### src/common/cpu_pkg.sv
package cpu_pkg;

	localparam logic [31:0] RESET_PC = 32'h0000_0000;

	typedef enum logic [5:0] {
		TY_BASE = 6'b100000,
		ADDI    = 6'b101000,
		ORI     = 6'b101100,
		XORI    = 6'b101011,
		MOVI    = 6'b100010,
		LWI     = 6'b000010,
		SWI     = 6'b001010,
		TY_LS   = 6'b011100,
		TY_B    = 6'b100110,
		JJ      = 6'b100100
	} opcode_t;

	typedef enum logic [4:0] {
		ADD   = 5'b00000,
		SUB   = 5'b00001,
		AND   = 5'b00010,
		XOR   = 5'b00011,
		OR    = 5'b00100,
		SLLI  = 5'b01000,
		SRLI  = 5'b01001,
		ROTRI = 5'b01011
	} base_sub_t;

	typedef enum logic [7:0] {
		LW = 8'b0000_0010,
		SW = 8'b0000_1010
	} ls_sub_t;

	localparam logic BEQ_BIT = 1'b0;
	localparam logic BNE_BIT = 1'b1;

	typedef struct packed {
		logic      zero;
		opcode_t   opcode;
		logic [4:0] rt;
		logic [4:0] ra;
		// shift amount in shifts
		logic [4:0] rb;
		logic [4:0] rsvd;
		base_sub_t sub;
	} base_fmt_t;

	typedef struct packed {
		logic       zero;
		opcode_t    opcode;
		logic [4:0] rt;
		logic [4:0] ra;
		logic [14:0] imm15;
	} imm_fmt_t;

	typedef struct packed {
		logic        zero;
		opcode_t     opcode;
		logic [4:0]  rt;
		logic [19:0] imm20;
	} mov_fmt_t;

	typedef struct packed {
		logic       zero;
		opcode_t    opcode;
		logic [4:0] rt;
		logic [4:0] ra;
		logic [4:0] rb;
		logic [1:0] sv;
		ls_sub_t    sub8;
	} ls_fmt_t;

	typedef struct packed {
		logic        zero;
		opcode_t     opcode;
		logic [4:0]  rt;
		logic [4:0]  ra;
		logic        sub;
		logic [13:0] imm14;
	} branch_fmt_t;

	typedef struct packed {
		logic        zero;
		opcode_t     opcode;
		logic        rsvd;
		logic [23:0] imm24;
	} jump_fmt_t;

	typedef union packed {
		base_fmt_t   base;
		imm_fmt_t    imm;
		mov_fmt_t    mov;
		ls_fmt_t     ls;
		branch_fmt_t branch;
		jump_fmt_t   jump;
	} instr_u;

	typedef enum logic [1:0] {
		PC_4     = 2'd0,
		PC_14BIT = 2'd1,
		PC_24BIT = 2'd2
	} pc_sel_t;

	typedef enum logic [2:0] {
		RBDATA  = 3'd0,
		IMM     = 3'd1,
		LSWI    = 3'd2,
		LSW     = 3'd3,
		BENX    = 3'd4,
		UNKNOWN = 3'd7
	} src2_sel_t;

	typedef enum logic [1:0] {
		IMM_5BIT_ZE  = 2'd0,
		IMM_15BIT_SE = 2'd1,
		IMM_15BIT_ZE = 2'd2,
		IMM_20BIT_SE = 2'd3
	} imm_ext_t;

	typedef enum logic [1:0] {
		ALURESULT = 2'd0,
		IMMDATA   = 2'd1,
		LWX       = 2'd2
	} wr_sel_t;

	typedef enum logic [2:0] {
		ALU_ADD  = 3'd0,
		ALU_SUB  = 3'd1,
		ALU_AND  = 3'd2,
		ALU_OR   = 3'd3,
		ALU_XOR  = 3'd4,
		ALU_SRL  = 3'd5,
		ALU_SLL  = 3'd6,
		ALU_ROTR = 3'd7
	} alu_op_t;

	typedef struct packed {
		pc_sel_t   pc_sel;
		src2_sel_t src2_sel;
		imm_ext_t  imm_ext;
		wr_sel_t   wr_sel;
		alu_op_t   alu_op;
		logic      mem_read;
		logic      mem_write;
		logic      reg_write;
	} ctrl_t;

	typedef enum logic [4:0] {
		FETCH     = 5'b00001,
		DECODE    = 5'b00010,
		EXECUTE   = 5'b00100,
		MEMACCESS = 5'b01000,
		WRITEBACK = 5'b10000
	} phase_t;

	typedef struct packed {
		logic        cyc;
		logic        stb;
		logic        we;
		logic [31:0] adr;
		logic [31:0] dat_w;
		logic [3:0]  sel;
	} wb_req_t;

	typedef struct packed {
		logic        ack;
		logic [31:0] dat_r;
	} wb_rsp_t;

endpackage
### src/design/cpu_core.sv
module cpu_core import cpu_pkg::*; (
	input  logic    clock,
	input  logic    reset,
	output wb_req_t wb_req,
	input  wb_rsp_t wb_rsp
);

	phase_t      phase;
	ctrl_t       ctrl;
	instr_u      instruction;
	logic        access_done;
	logic [31:0] load_data;
	logic [31:0] pc;
	logic [31:0] ra_data;
	logic [31:0] rb_data;
	logic [31:0] rt_data;
	logic [31:0] src2;
	logic [31:0] alu_result;
	logic        alu_zero;
	logic [31:0] write_data;

	controller i_controller (
		.clock       (clock),
		.reset       (reset),
		.instruction (instruction),
		.access_done (access_done),
		.phase       (phase),
		.ctrl        (ctrl)
	);

	// one port for fetches and data
	bus_master i_bus_master (
		.clock       (clock),
		.reset       (reset),
		.phase       (phase),
		.ctrl        (ctrl),
		.pc          (pc),
		.data_addr   (alu_result),
		.store_data  (rt_data),
		.wb_req      (wb_req),
		.wb_rsp      (wb_rsp),
		.instruction (instruction),
		.load_data   (load_data),
		.access_done (access_done)
	);

	register_file i_register_file (
		.clock        (clock),
		.reset        (reset),
		.ra_addr      (instruction.base.ra),
		.rb_addr      (instruction.base.rb),
		.rt_addr      (instruction.base.rt),
		.write_enable (ctrl.reg_write),
		.write_data   (write_data),
		.ra_data      (ra_data),
		.rb_data      (rb_data),
		.rt_data      (rt_data)
	);

	alu i_alu (
		.op     (ctrl.alu_op),
		.src1   (ra_data),
		.src2   (src2),
		.result (alu_result),
		.zero   (alu_zero)
	);

	operand_select i_operand_select (
		.instruction (instruction),
		.ctrl        (ctrl),
		.rb_data     (rb_data),
		.rt_data     (rt_data),
		.alu_result  (alu_result),
		.load_data   (load_data),
		.src2        (src2),
		.write_data  (write_data)
	);

	pc_unit i_pc_unit (
		.clock       (clock),
		.reset       (reset),
		.instruction (instruction),
		.pc_sel      (ctrl.pc_sel),
		.alu_zero    (alu_zero),
		.update      (phase == WRITEBACK),
		.pc          (pc)
	);

endmodule

### src/design/pc_unit.sv
module pc_unit import cpu_pkg::*; (
	input  logic        clock,
	input  logic        reset,
	input  instr_u      instruction,
	input  pc_sel_t     pc_sel,
	input  logic        alu_zero,
	input  logic        update,
	output logic [31:0] pc
);

	logic        taken;
	logic [31:0] pc_plus4;
	logic [31:0] branch_target;
	logic [31:0] jump_target;
	logic [31:0] pc_next;

	assign taken = (instruction.branch.sub == BEQ_BIT && alu_zero)
		|| (instruction.branch.sub == BNE_BIT && !alu_zero);

	assign pc_plus4 = pc + 32'd4;
	assign branch_target = pc + {{16{instruction.branch.imm14[13]}}, instruction.branch.imm14, 2'b00};
	assign jump_target = pc + {{6{instruction.jump.imm24[23]}}, instruction.jump.imm24, 2'b00};

	always_comb begin
		case (pc_sel)
			PC_14BIT: pc_next = taken ? branch_target : pc_plus4;
			PC_24BIT: pc_next = jump_target;
			default:  pc_next = pc_plus4;
		endcase
	end

	always_ff @(posedge clock or posedge reset) begin
		if (reset)
			pc <= RESET_PC;
		else if (update)
			pc <= pc_next;
	end

endmodule

### src/design/operand_select.sv
module operand_select import cpu_pkg::*; (
	input  instr_u      instruction,
	input  ctrl_t       ctrl,
	input  logic [31:0] rb_data,
	input  logic [31:0] rt_data,
	input  logic [31:0] alu_result,
	input  logic [31:0] load_data,
	output logic [31:0] src2,
	output logic [31:0] write_data
);

	logic [31:0] imm_value;

	always_comb begin
		case (ctrl.imm_ext)
			IMM_5BIT_ZE:  imm_value = {27'd0, instruction.base.rb};
			IMM_15BIT_SE: imm_value = {{17{instruction.imm.imm15[14]}}, instruction.imm.imm15};
			IMM_15BIT_ZE: imm_value = {17'd0, instruction.imm.imm15};
			IMM_20BIT_SE: imm_value = {{12{instruction.mov.imm20[19]}}, instruction.mov.imm20};
			default:      imm_value = '0;
		endcase
	end

	always_comb begin
		case (ctrl.src2_sel)
			RBDATA:  src2 = rb_data;
			IMM:     src2 = imm_value;
			// word offsets
			LSWI:    src2 = {15'd0, instruction.imm.imm15, 2'b00};
			LSW:     src2 = rb_data << instruction.ls.sv;
			BENX:    src2 = rt_data;
			default: src2 = '0;
		endcase
	end

	always_comb begin
		case (ctrl.wr_sel)
			ALURESULT: write_data = alu_result;
			IMMDATA:   write_data = imm_value;
			LWX:       write_data = load_data;
			default:   write_data = alu_result;
		endcase
	end

endmodule

### src/design/alu.sv
module alu import cpu_pkg::*; (
	input  alu_op_t     op,
	input  logic [31:0] src1,
	input  logic [31:0] src2,
	output logic [31:0] result,
	output logic        zero
);

	logic [4:0]  shamt;
	logic [63:0] rotated;

	assign shamt = src2[4:0];
	// low half of the doubled word is the rotate
	assign rotated = {src1, src1} >> shamt;

	always_comb begin
		case (op)
			ALU_ADD:  result = src1 + src2;
			ALU_SUB:  result = src1 - src2;
			ALU_AND:  result = src1 & src2;
			ALU_OR:   result = src1 | src2;
			ALU_XOR:  result = src1 ^ src2;
			ALU_SRL:  result = src1 >> shamt;
			ALU_SLL:  result = src1 << shamt;
			ALU_ROTR: result = rotated[31:0];
			default:  result = src1 + src2;
		endcase
	end

	// equality for branches after subtract
	assign zero = (result == 32'd0);

endmodule

### src/design/register_file.sv
module register_file (
	input  logic        clock,
	input  logic        reset,
	input  logic [4:0]  ra_addr,
	input  logic [4:0]  rb_addr,
	input  logic [4:0]  rt_addr,
	input  logic        write_enable,
	input  logic [31:0] write_data,
	output logic [31:0] ra_data,
	output logic [31:0] rb_data,
	output logic [31:0] rt_data
);

	logic [31:0] regs [32];

	always_ff @(posedge clock or posedge reset) begin
		if (reset) begin
			for (int i = 0; i < 32; i++)
				regs[i] <= '0;
		end else if (write_enable) begin
			regs[rt_addr] <= write_data;
		end
	end

	// rt port doubles as store data and branch compare
	assign ra_data = regs[ra_addr];
	assign rb_data = regs[rb_addr];
	assign rt_data = regs[rt_addr];

endmodule

### src/design/bus_master.sv
module bus_master import cpu_pkg::*; (
	input  logic        clock,
	input  logic        reset,
	input  phase_t      phase,
	input  ctrl_t       ctrl,
	input  logic [31:0] pc,
	input  logic [31:0] data_addr,
	input  logic [31:0] store_data,
	output wb_req_t     wb_req,
	input  wb_rsp_t     wb_rsp,
	output instr_u      instruction,
	output logic [31:0] load_data,
	output logic        access_done
);

	logic fetch_phase;
	logic data_phase;

	assign fetch_phase = (phase == FETCH);
	assign data_phase = (phase == MEMACCESS) && (ctrl.mem_read || ctrl.mem_write);
	assign access_done = wb_req.cyc && wb_rsp.ack;

	always_ff @(posedge clock or posedge reset) begin
		if (reset) begin
			wb_req <= '0;
		end else if (access_done) begin
			wb_req.cyc <= 1'b0;
			wb_req.stb <= 1'b0;
		end else if (!wb_req.cyc && (fetch_phase || data_phase)) begin
			wb_req.cyc <= 1'b1;
			wb_req.stb <= 1'b1;
			wb_req.we <= data_phase && ctrl.mem_write;
			wb_req.adr <= fetch_phase ? pc : data_addr;
			wb_req.dat_w <= store_data;
			wb_req.sel <= 4'hf;
		end
	end

	always_ff @(posedge clock or posedge reset) begin
		if (reset)
			instruction <= '0;
		else if (access_done && fetch_phase)
			instruction <= wb_rsp.dat_r;
	end

	always_ff @(posedge clock) begin
		if (access_done && data_phase && !wb_req.we)
			load_data <= wb_rsp.dat_r;
	end

	stb_within_cyc: assert property (@(posedge clock) disable iff (reset)
		wb_req.stb |-> wb_req.cyc)
		else $error("stb raised outside a bus cycle");

	request_held: assert property (@(posedge clock) disable iff (reset)
		wb_req.stb && !wb_rsp.ack |=> wb_req.stb && $stable(wb_req.adr)
			&& $stable(wb_req.we) && $stable(wb_req.dat_w))
		else $error("request changed while waiting for ack");

endmodule

### src/controller/controller.sv
module controller import cpu_pkg::*; (
	input  logic   clock,
	input  logic   reset,
	input  instr_u instruction,
	input  logic   access_done,
	output phase_t phase,
	output ctrl_t  ctrl
);

	phase_t phase_next;
	ctrl_t  decoded;
	logic   mem_access;

	assign mem_access = decoded.mem_read | decoded.mem_write;

	always_ff @(posedge clock or posedge reset) begin
		if (reset) begin
			phase <= FETCH;
		end else begin
			phase <= phase_next;
		end
	end

	always_comb begin
		phase_next = phase;
		case (phase)
			FETCH: begin
				if (access_done)
					phase_next = DECODE;
			end
			DECODE:    phase_next = EXECUTE;
			EXECUTE:   phase_next = MEMACCESS;
			MEMACCESS: begin
				// loads and stores wait for the bus
				if (!mem_access || access_done)
					phase_next = WRITEBACK;
			end
			WRITEBACK: phase_next = FETCH;
			default:   phase_next = FETCH;
		endcase
	end

	always_comb begin
		decoded = '0;
		decoded.pc_sel = PC_4;
		decoded.src2_sel = UNKNOWN;
		decoded.imm_ext = IMM_15BIT_ZE;
		decoded.wr_sel = ALURESULT;
		decoded.alu_op = ALU_ADD;
		case (instruction.base.opcode)
			TY_BASE: begin
				case (instruction.base.sub)
					ADD, SUB, AND, OR, XOR: begin
						decoded.src2_sel = RBDATA;
						decoded.reg_write = 1'b1;
					end
					SRLI, SLLI, ROTRI: begin
						decoded.src2_sel = IMM;
						decoded.imm_ext = IMM_5BIT_ZE;
						decoded.reg_write = 1'b1;
					end
					default: decoded.reg_write = 1'b0;
				endcase
				case (instruction.base.sub)
					SUB:     decoded.alu_op = ALU_SUB;
					AND:     decoded.alu_op = ALU_AND;
					OR:      decoded.alu_op = ALU_OR;
					XOR:     decoded.alu_op = ALU_XOR;
					SRLI:    decoded.alu_op = ALU_SRL;
					SLLI:    decoded.alu_op = ALU_SLL;
					ROTRI:   decoded.alu_op = ALU_ROTR;
					default: decoded.alu_op = ALU_ADD;
				endcase
			end
			ADDI, ORI, XORI: begin
				decoded.src2_sel = IMM;
				decoded.reg_write = 1'b1;
				decoded.imm_ext = (instruction.base.opcode == ADDI) ? IMM_15BIT_SE : IMM_15BIT_ZE;
				if (instruction.base.opcode == ORI)
					decoded.alu_op = ALU_OR;
				else if (instruction.base.opcode == XORI)
					decoded.alu_op = ALU_XOR;
			end
			MOVI: begin
				decoded.src2_sel = IMM;
				decoded.imm_ext = IMM_20BIT_SE;
				decoded.wr_sel = IMMDATA;
				decoded.reg_write = 1'b1;
			end
			LWI, SWI: begin
				decoded.src2_sel = LSWI;
				decoded.wr_sel = LWX;
				decoded.mem_read = (instruction.base.opcode == LWI);
				decoded.mem_write = (instruction.base.opcode == SWI);
				decoded.reg_write = (instruction.base.opcode == LWI);
			end
			TY_LS: begin
				if (instruction.ls.sub8 == LW || instruction.ls.sub8 == SW) begin
					decoded.src2_sel = LSW;
					decoded.wr_sel = LWX;
					decoded.mem_read = (instruction.ls.sub8 == LW);
					decoded.mem_write = (instruction.ls.sub8 == SW);
					decoded.reg_write = (instruction.ls.sub8 == LW);
				end
			end
			TY_B: begin
				// ra minus rt sets the zero flag for pc_unit
				decoded.pc_sel = PC_14BIT;
				decoded.src2_sel = BENX;
				decoded.alu_op = ALU_SUB;
			end
			JJ:      decoded.pc_sel = PC_24BIT;
			default: decoded.reg_write = 1'b0;
		endcase
	end

	// write strobe only on the writeback edge
	always_comb begin
		ctrl = decoded;
		ctrl.reg_write = decoded.reg_write && (phase == WRITEBACK);
	end

	phase_onehot: assert property (@(posedge clock) disable iff (reset) $onehot(phase))
		else $error("phase register is not one-hot");

endmodule

### config.mk
export PLATFORM = sky130hd
export DESIGN_NAME = cpu_core
export DESIGN_NICKNAME = d
export VERILOG_FILES = /design/src/common/cpu_pkg.sv /design/src/design/cpu_core.sv /design/src/design/pc_unit.sv /design/src/design/operand_select.sv /design/src/design/alu.sv /design/src/design/register_file.sv /design/src/design/bus_master.sv /design/src/controller/controller.sv
export SDC_FILE = /design/constraint.sdc
export NUM_CORES = 2
export LEC_CHECK = 0
export ABC_AREA = 0
export BUFFER_PORTS_ARGS = -buffer_cell sky130_fd_sc_hd__buf_2
export CORE_MARGIN = 3
export CORE_UTILIZATION = 40
export CTS_BUF_LIST = sky130_fd_sc_hd__clkbuf_4 sky130_fd_sc_hd__clkbuf_8
export CTS_CLUSTER_SIZE = 24
export DETAILED_ROUTE_END_ITERATION = 10
export HOLD_SLACK_MARGIN = 0.12
export PLACE_DENSITY_LB_ADDON = 0.1
export SLEW_MARGIN = 20
export SYNTH_ARGS = -nofsm -noshare
export SYNTH_HDL_FRONTEND = slang
export SYNTH_SLANG_ARGS = --single-unit
### constraint.sdc
create_clock -name clock -period 44.4 [get_ports clock]
set_input_delay 6.66 -clock clock [delete_from_list [all_inputs] [get_ports clock]]
set_output_delay 6.66 -clock clock [all_outputs]
set_load 0.005 [all_outputs]
==> metrics.cfg <==
[layout]
area_growth_pct=10.3
drive_gt1_share_pct=23.6
fill_cells=18600
final_cell_mix=nand2_1 (1393), o21ai_0 (1232), dfrtp_1 (1143)
num-nets-final=7593
mostFrequentLayoutCell=nand2_1

[yosys]
yosysSeqAreaShare_pct=37.9
mappedNetlistArea_um2=79000
ys_ff_latch=1189
synthFlopType=dfrtp_1
synth-edff-count=32
synthCells=7575
async_flop_share_pct=97.3
yosysUniqueCellTypes=108
syn_area_per_cell_um2=10.4
ys_warn_count=0
syn_nets=7759

[sta]
final-max-slew-violation-count=0
rsz0062_at_grt=false
setup_violations=0
skew_ns=0.0480
relSlewSlack_pct=20.0
tightest_slew_ns=1.19
worst_slack_ns=31.58
max_freq_ghz=0.0780
min_period_ns=12.82
period_share_pct=28.9
finalHoldViolations=0
setup_tns_ns=0

[pwr]
power_frac_comb_pct=61.7
pwr-share-seq_pct=19.9
clkPwrFrac_pct=18.5
p_int_mw=2.84
netSwitchingFraction_pct=55.1
p_sw_mw=3.48
leakagePower_nw=36.7
power_density_nw_per_um2=72.5
total_power_mw=6.31
vdd_drop_max_mv=0.0908

[clocking]
cts_tree=yes
cts-root-buf=clkbuf_8
cts_resized=0
cts.sinks=1189
numCtsBuffers=217
hold_buffers=0
post_cts_buffers=0
cts_buffer_depth=3
insertion_delay_ns=1.02
cts.reportedPaths.clkPinSlew_ns=0.06
htree_levels=4

[worst_hold_path]
hp-class=reg -> reg
min_from=i_bus_master.wb_req[13]
hold_path_end=i_bus_master.wb_req[13]
holdPathStages=2

[floorplanning]
rows=162
io_pins=106
die_w_um=450
core-area_um2=196000
die_area_um2=203000
die_h_um=450
initial_core_util_pct=40.4

[detailed_routing]
wl_per_cell_um=33.9
viasPerCell=6.50
dr_total_vias=66400
wl_um=346000
drt_iter0_markers=8100
firstDrtPassIters=8
drtAntennaViolNets=0
route.detailed.drc=0

[placed_design]
place_congestion=1.04
dp_hpwl_um=226000
post-place-ws_ns=31.61
port_buffers=105

[grt]
gr-total-overflow=0
grt_pass1_vias=65000
antenna_found_initial=26
grt_pass1_wl_um=495000
grt_max_degree=144
grt_use_total_pct=33.8

[critical_path]
critPathMaxStageDelay_ns=0.95
rrSetupSlack_ns=31.58
crit_fanout=39
start_kind=flip-flop
r2r-end=i_pc_unit.pc[24]
cp_common_cell=buf_4
crit_path_top_delay_cell=or2_1
crit_type=reg -> reg
cp.arrival_ns=13.71
r2r_start=i_bus_master.instruction[20]
crit_required_ns=45.29
critPathCaptureType=flip-flop
rr_worst_depth=31
cp-startpoint=i_bus_master.instruction[20]

[job]
max_cap_violations=0

[outcome]
status=completed

-- worst max-delay path, delay by kind of cell (launching register included) --
kind	cells	cell delay [ns]
and+or+nand+nor	14	5.30
AOI/OAI and AO/OA	10	3.05
buffers and inverters	4	2.79
DFF	1	0.65
xor gates and xnor gates	2	0.38
adders and majority gates	1	0.37
-- sequential cells by signal, summed over array words and instances, names as in the netlist --
name / cells
i_register_file.regs: 1024
i_bus_master.wb_req: 67
i_bus_master.load_data: 32
i_bus_master.instruction: 31
i_pc_unit.pc: 30
i_controller.phase: 5
-- logic make-up (layout without fill, tap and decap cells) --
family / after synthesis / in the layout / share of synthesized area, %
adder cells (fa/ha/maj): 149 / 149 / 2.38
multiplexers: 1130 / 1130 / 27.5
AO/OA/AOI/OAI: 2071 / 2071 / 15.4
buffers and inverters: 835 / 843 / 4.25
flip-flops: 1189 / 1189 / 37.9
other: 0 / 9 / 0
XOR/XNOR: 121 / 121 / 1.34
AND/OR/NAND/NOR: 2080 / 2080 / 11.2
-- layout make-up --
cell class,instances,area (µm²),share of cell area (%)
Inverter,116,443,0.508
Sequential cell,1189,30000,34.4
Tap cell,2624,3280,3.77
Antenna cell,9,22.5,0.0259
Timing Repair Buffer,334,2370,2.72
Clock inverter,42,478,0.549
Multi-Input combinational cell,5551,46300,53.1
Clock buffer,351,4310,4.95
-- Yosys cell counts, types with 12 or more instances --
cell / count / area share, %
a211oi_1: 22 / 0.21
a21o_1: 36 / 0.34
a21oi_1: 208 / 1.3
a221oi_1: 45 / 0.50
a222oi_1: 13 / 0.16
a22o_1: 25 / 0.28
a22oi_1: 113 / 1.1
a31oi_1: 28 / 0.22
a32oi_1: 12 / 0.13
and3_1: 26 / 0.21
and4_1: 16 / 0.18
buf_1: 80 / 0.38
buf_2: 103 / 0.65
buf_4: 13 / 0.12
clkbuf_1: 516 / 2.5
dfrtp_1: 1156 / 37
edfxtp_1: 32 / 1.2
ha_1: 147 / 2.3
inv_1: 111 / 0.53
mux2_2: 67 / 0.96
mux2i_1: 233 / 3.0
mux4_2: 826 / 24
nand2_1: 1425 / 6.8
nand2b_1: 27 / 0.21
nand3_1: 188 / 1.2
nand4_1: 24 / 0.19
nor2_1: 192 / 0.91
nor2b_1: 15 / 0.12
nor3_1: 52 / 0.33
nor3b_1: 12 / 0.11
nor4_1: 21 / 0.17
o211ai_1: 34 / 0.32
o21a_1: 17 / 0.16
o21ai_0: 1239 / 7.8
o21ai_1: 26 / 0.16
o21bai_1: 18 / 0.17
o221ai_1: 19 / 0.21
o22ai_1: 97 / 0.77
or3_1: 16 / 0.13
xnor2_1: 95 / 1.1
xor2_1: 26 / 0.29
-- worst max path at each step --
stage	endpoint	slack, ns	cells past startpoint
6_report	i_pc_unit.pc[24]	31.58	31
5_1_grt	i_pc_unit.pc[24]	30.76	32
4_1_cts	i_pc_unit.pc[24]	31.54	31
3_5_place_dp	i_pc_unit.pc[24]	31.61	31
3_3_place_gp	i_pc_unit.pc[4]	31.69	31
2_1_floorplan	i_bus_master.instruction[0]	5.15	1
-- power by group through the flow --
stage / sequential [mW] / clock (mW) / combinational, mW
finish: 1.26 / 1.17 / 3.89
global route: 1.26 / 1.24 / 4.05
floorplan: 1.18 / 0 / 2.33
CTS: 1.25 / 1.19 / 3.80
detailed placement: 1.27 / 0 / 3.79
global placement: 1.28 / 0 / 3.79
-- routing by layer --
layer	part of all wire, %	track usage (%)	vias to the layer above
met1	42	47.6	34100
li1	-	-	28100
met2	45	51.2	3383
met4	4.3	13.4	6
met3	8.8	7.11	733
met5	0.012	0	-
-- per-stage QoR --
step,instance area [µm²],hold slack [ns],instances,utilization (%)
finish,87100,0.468,10200,44.5
global route,87100,0.491,10200,44.5
CTS,87100,0.477,10200,44.5
detailed placement,82300,0.462,9813,42.1
global placement,82200,0.455,9812,42.0
floorplan,79000,0.470,7575,-
Note: power is estimated with default switching activity, not from simulation.
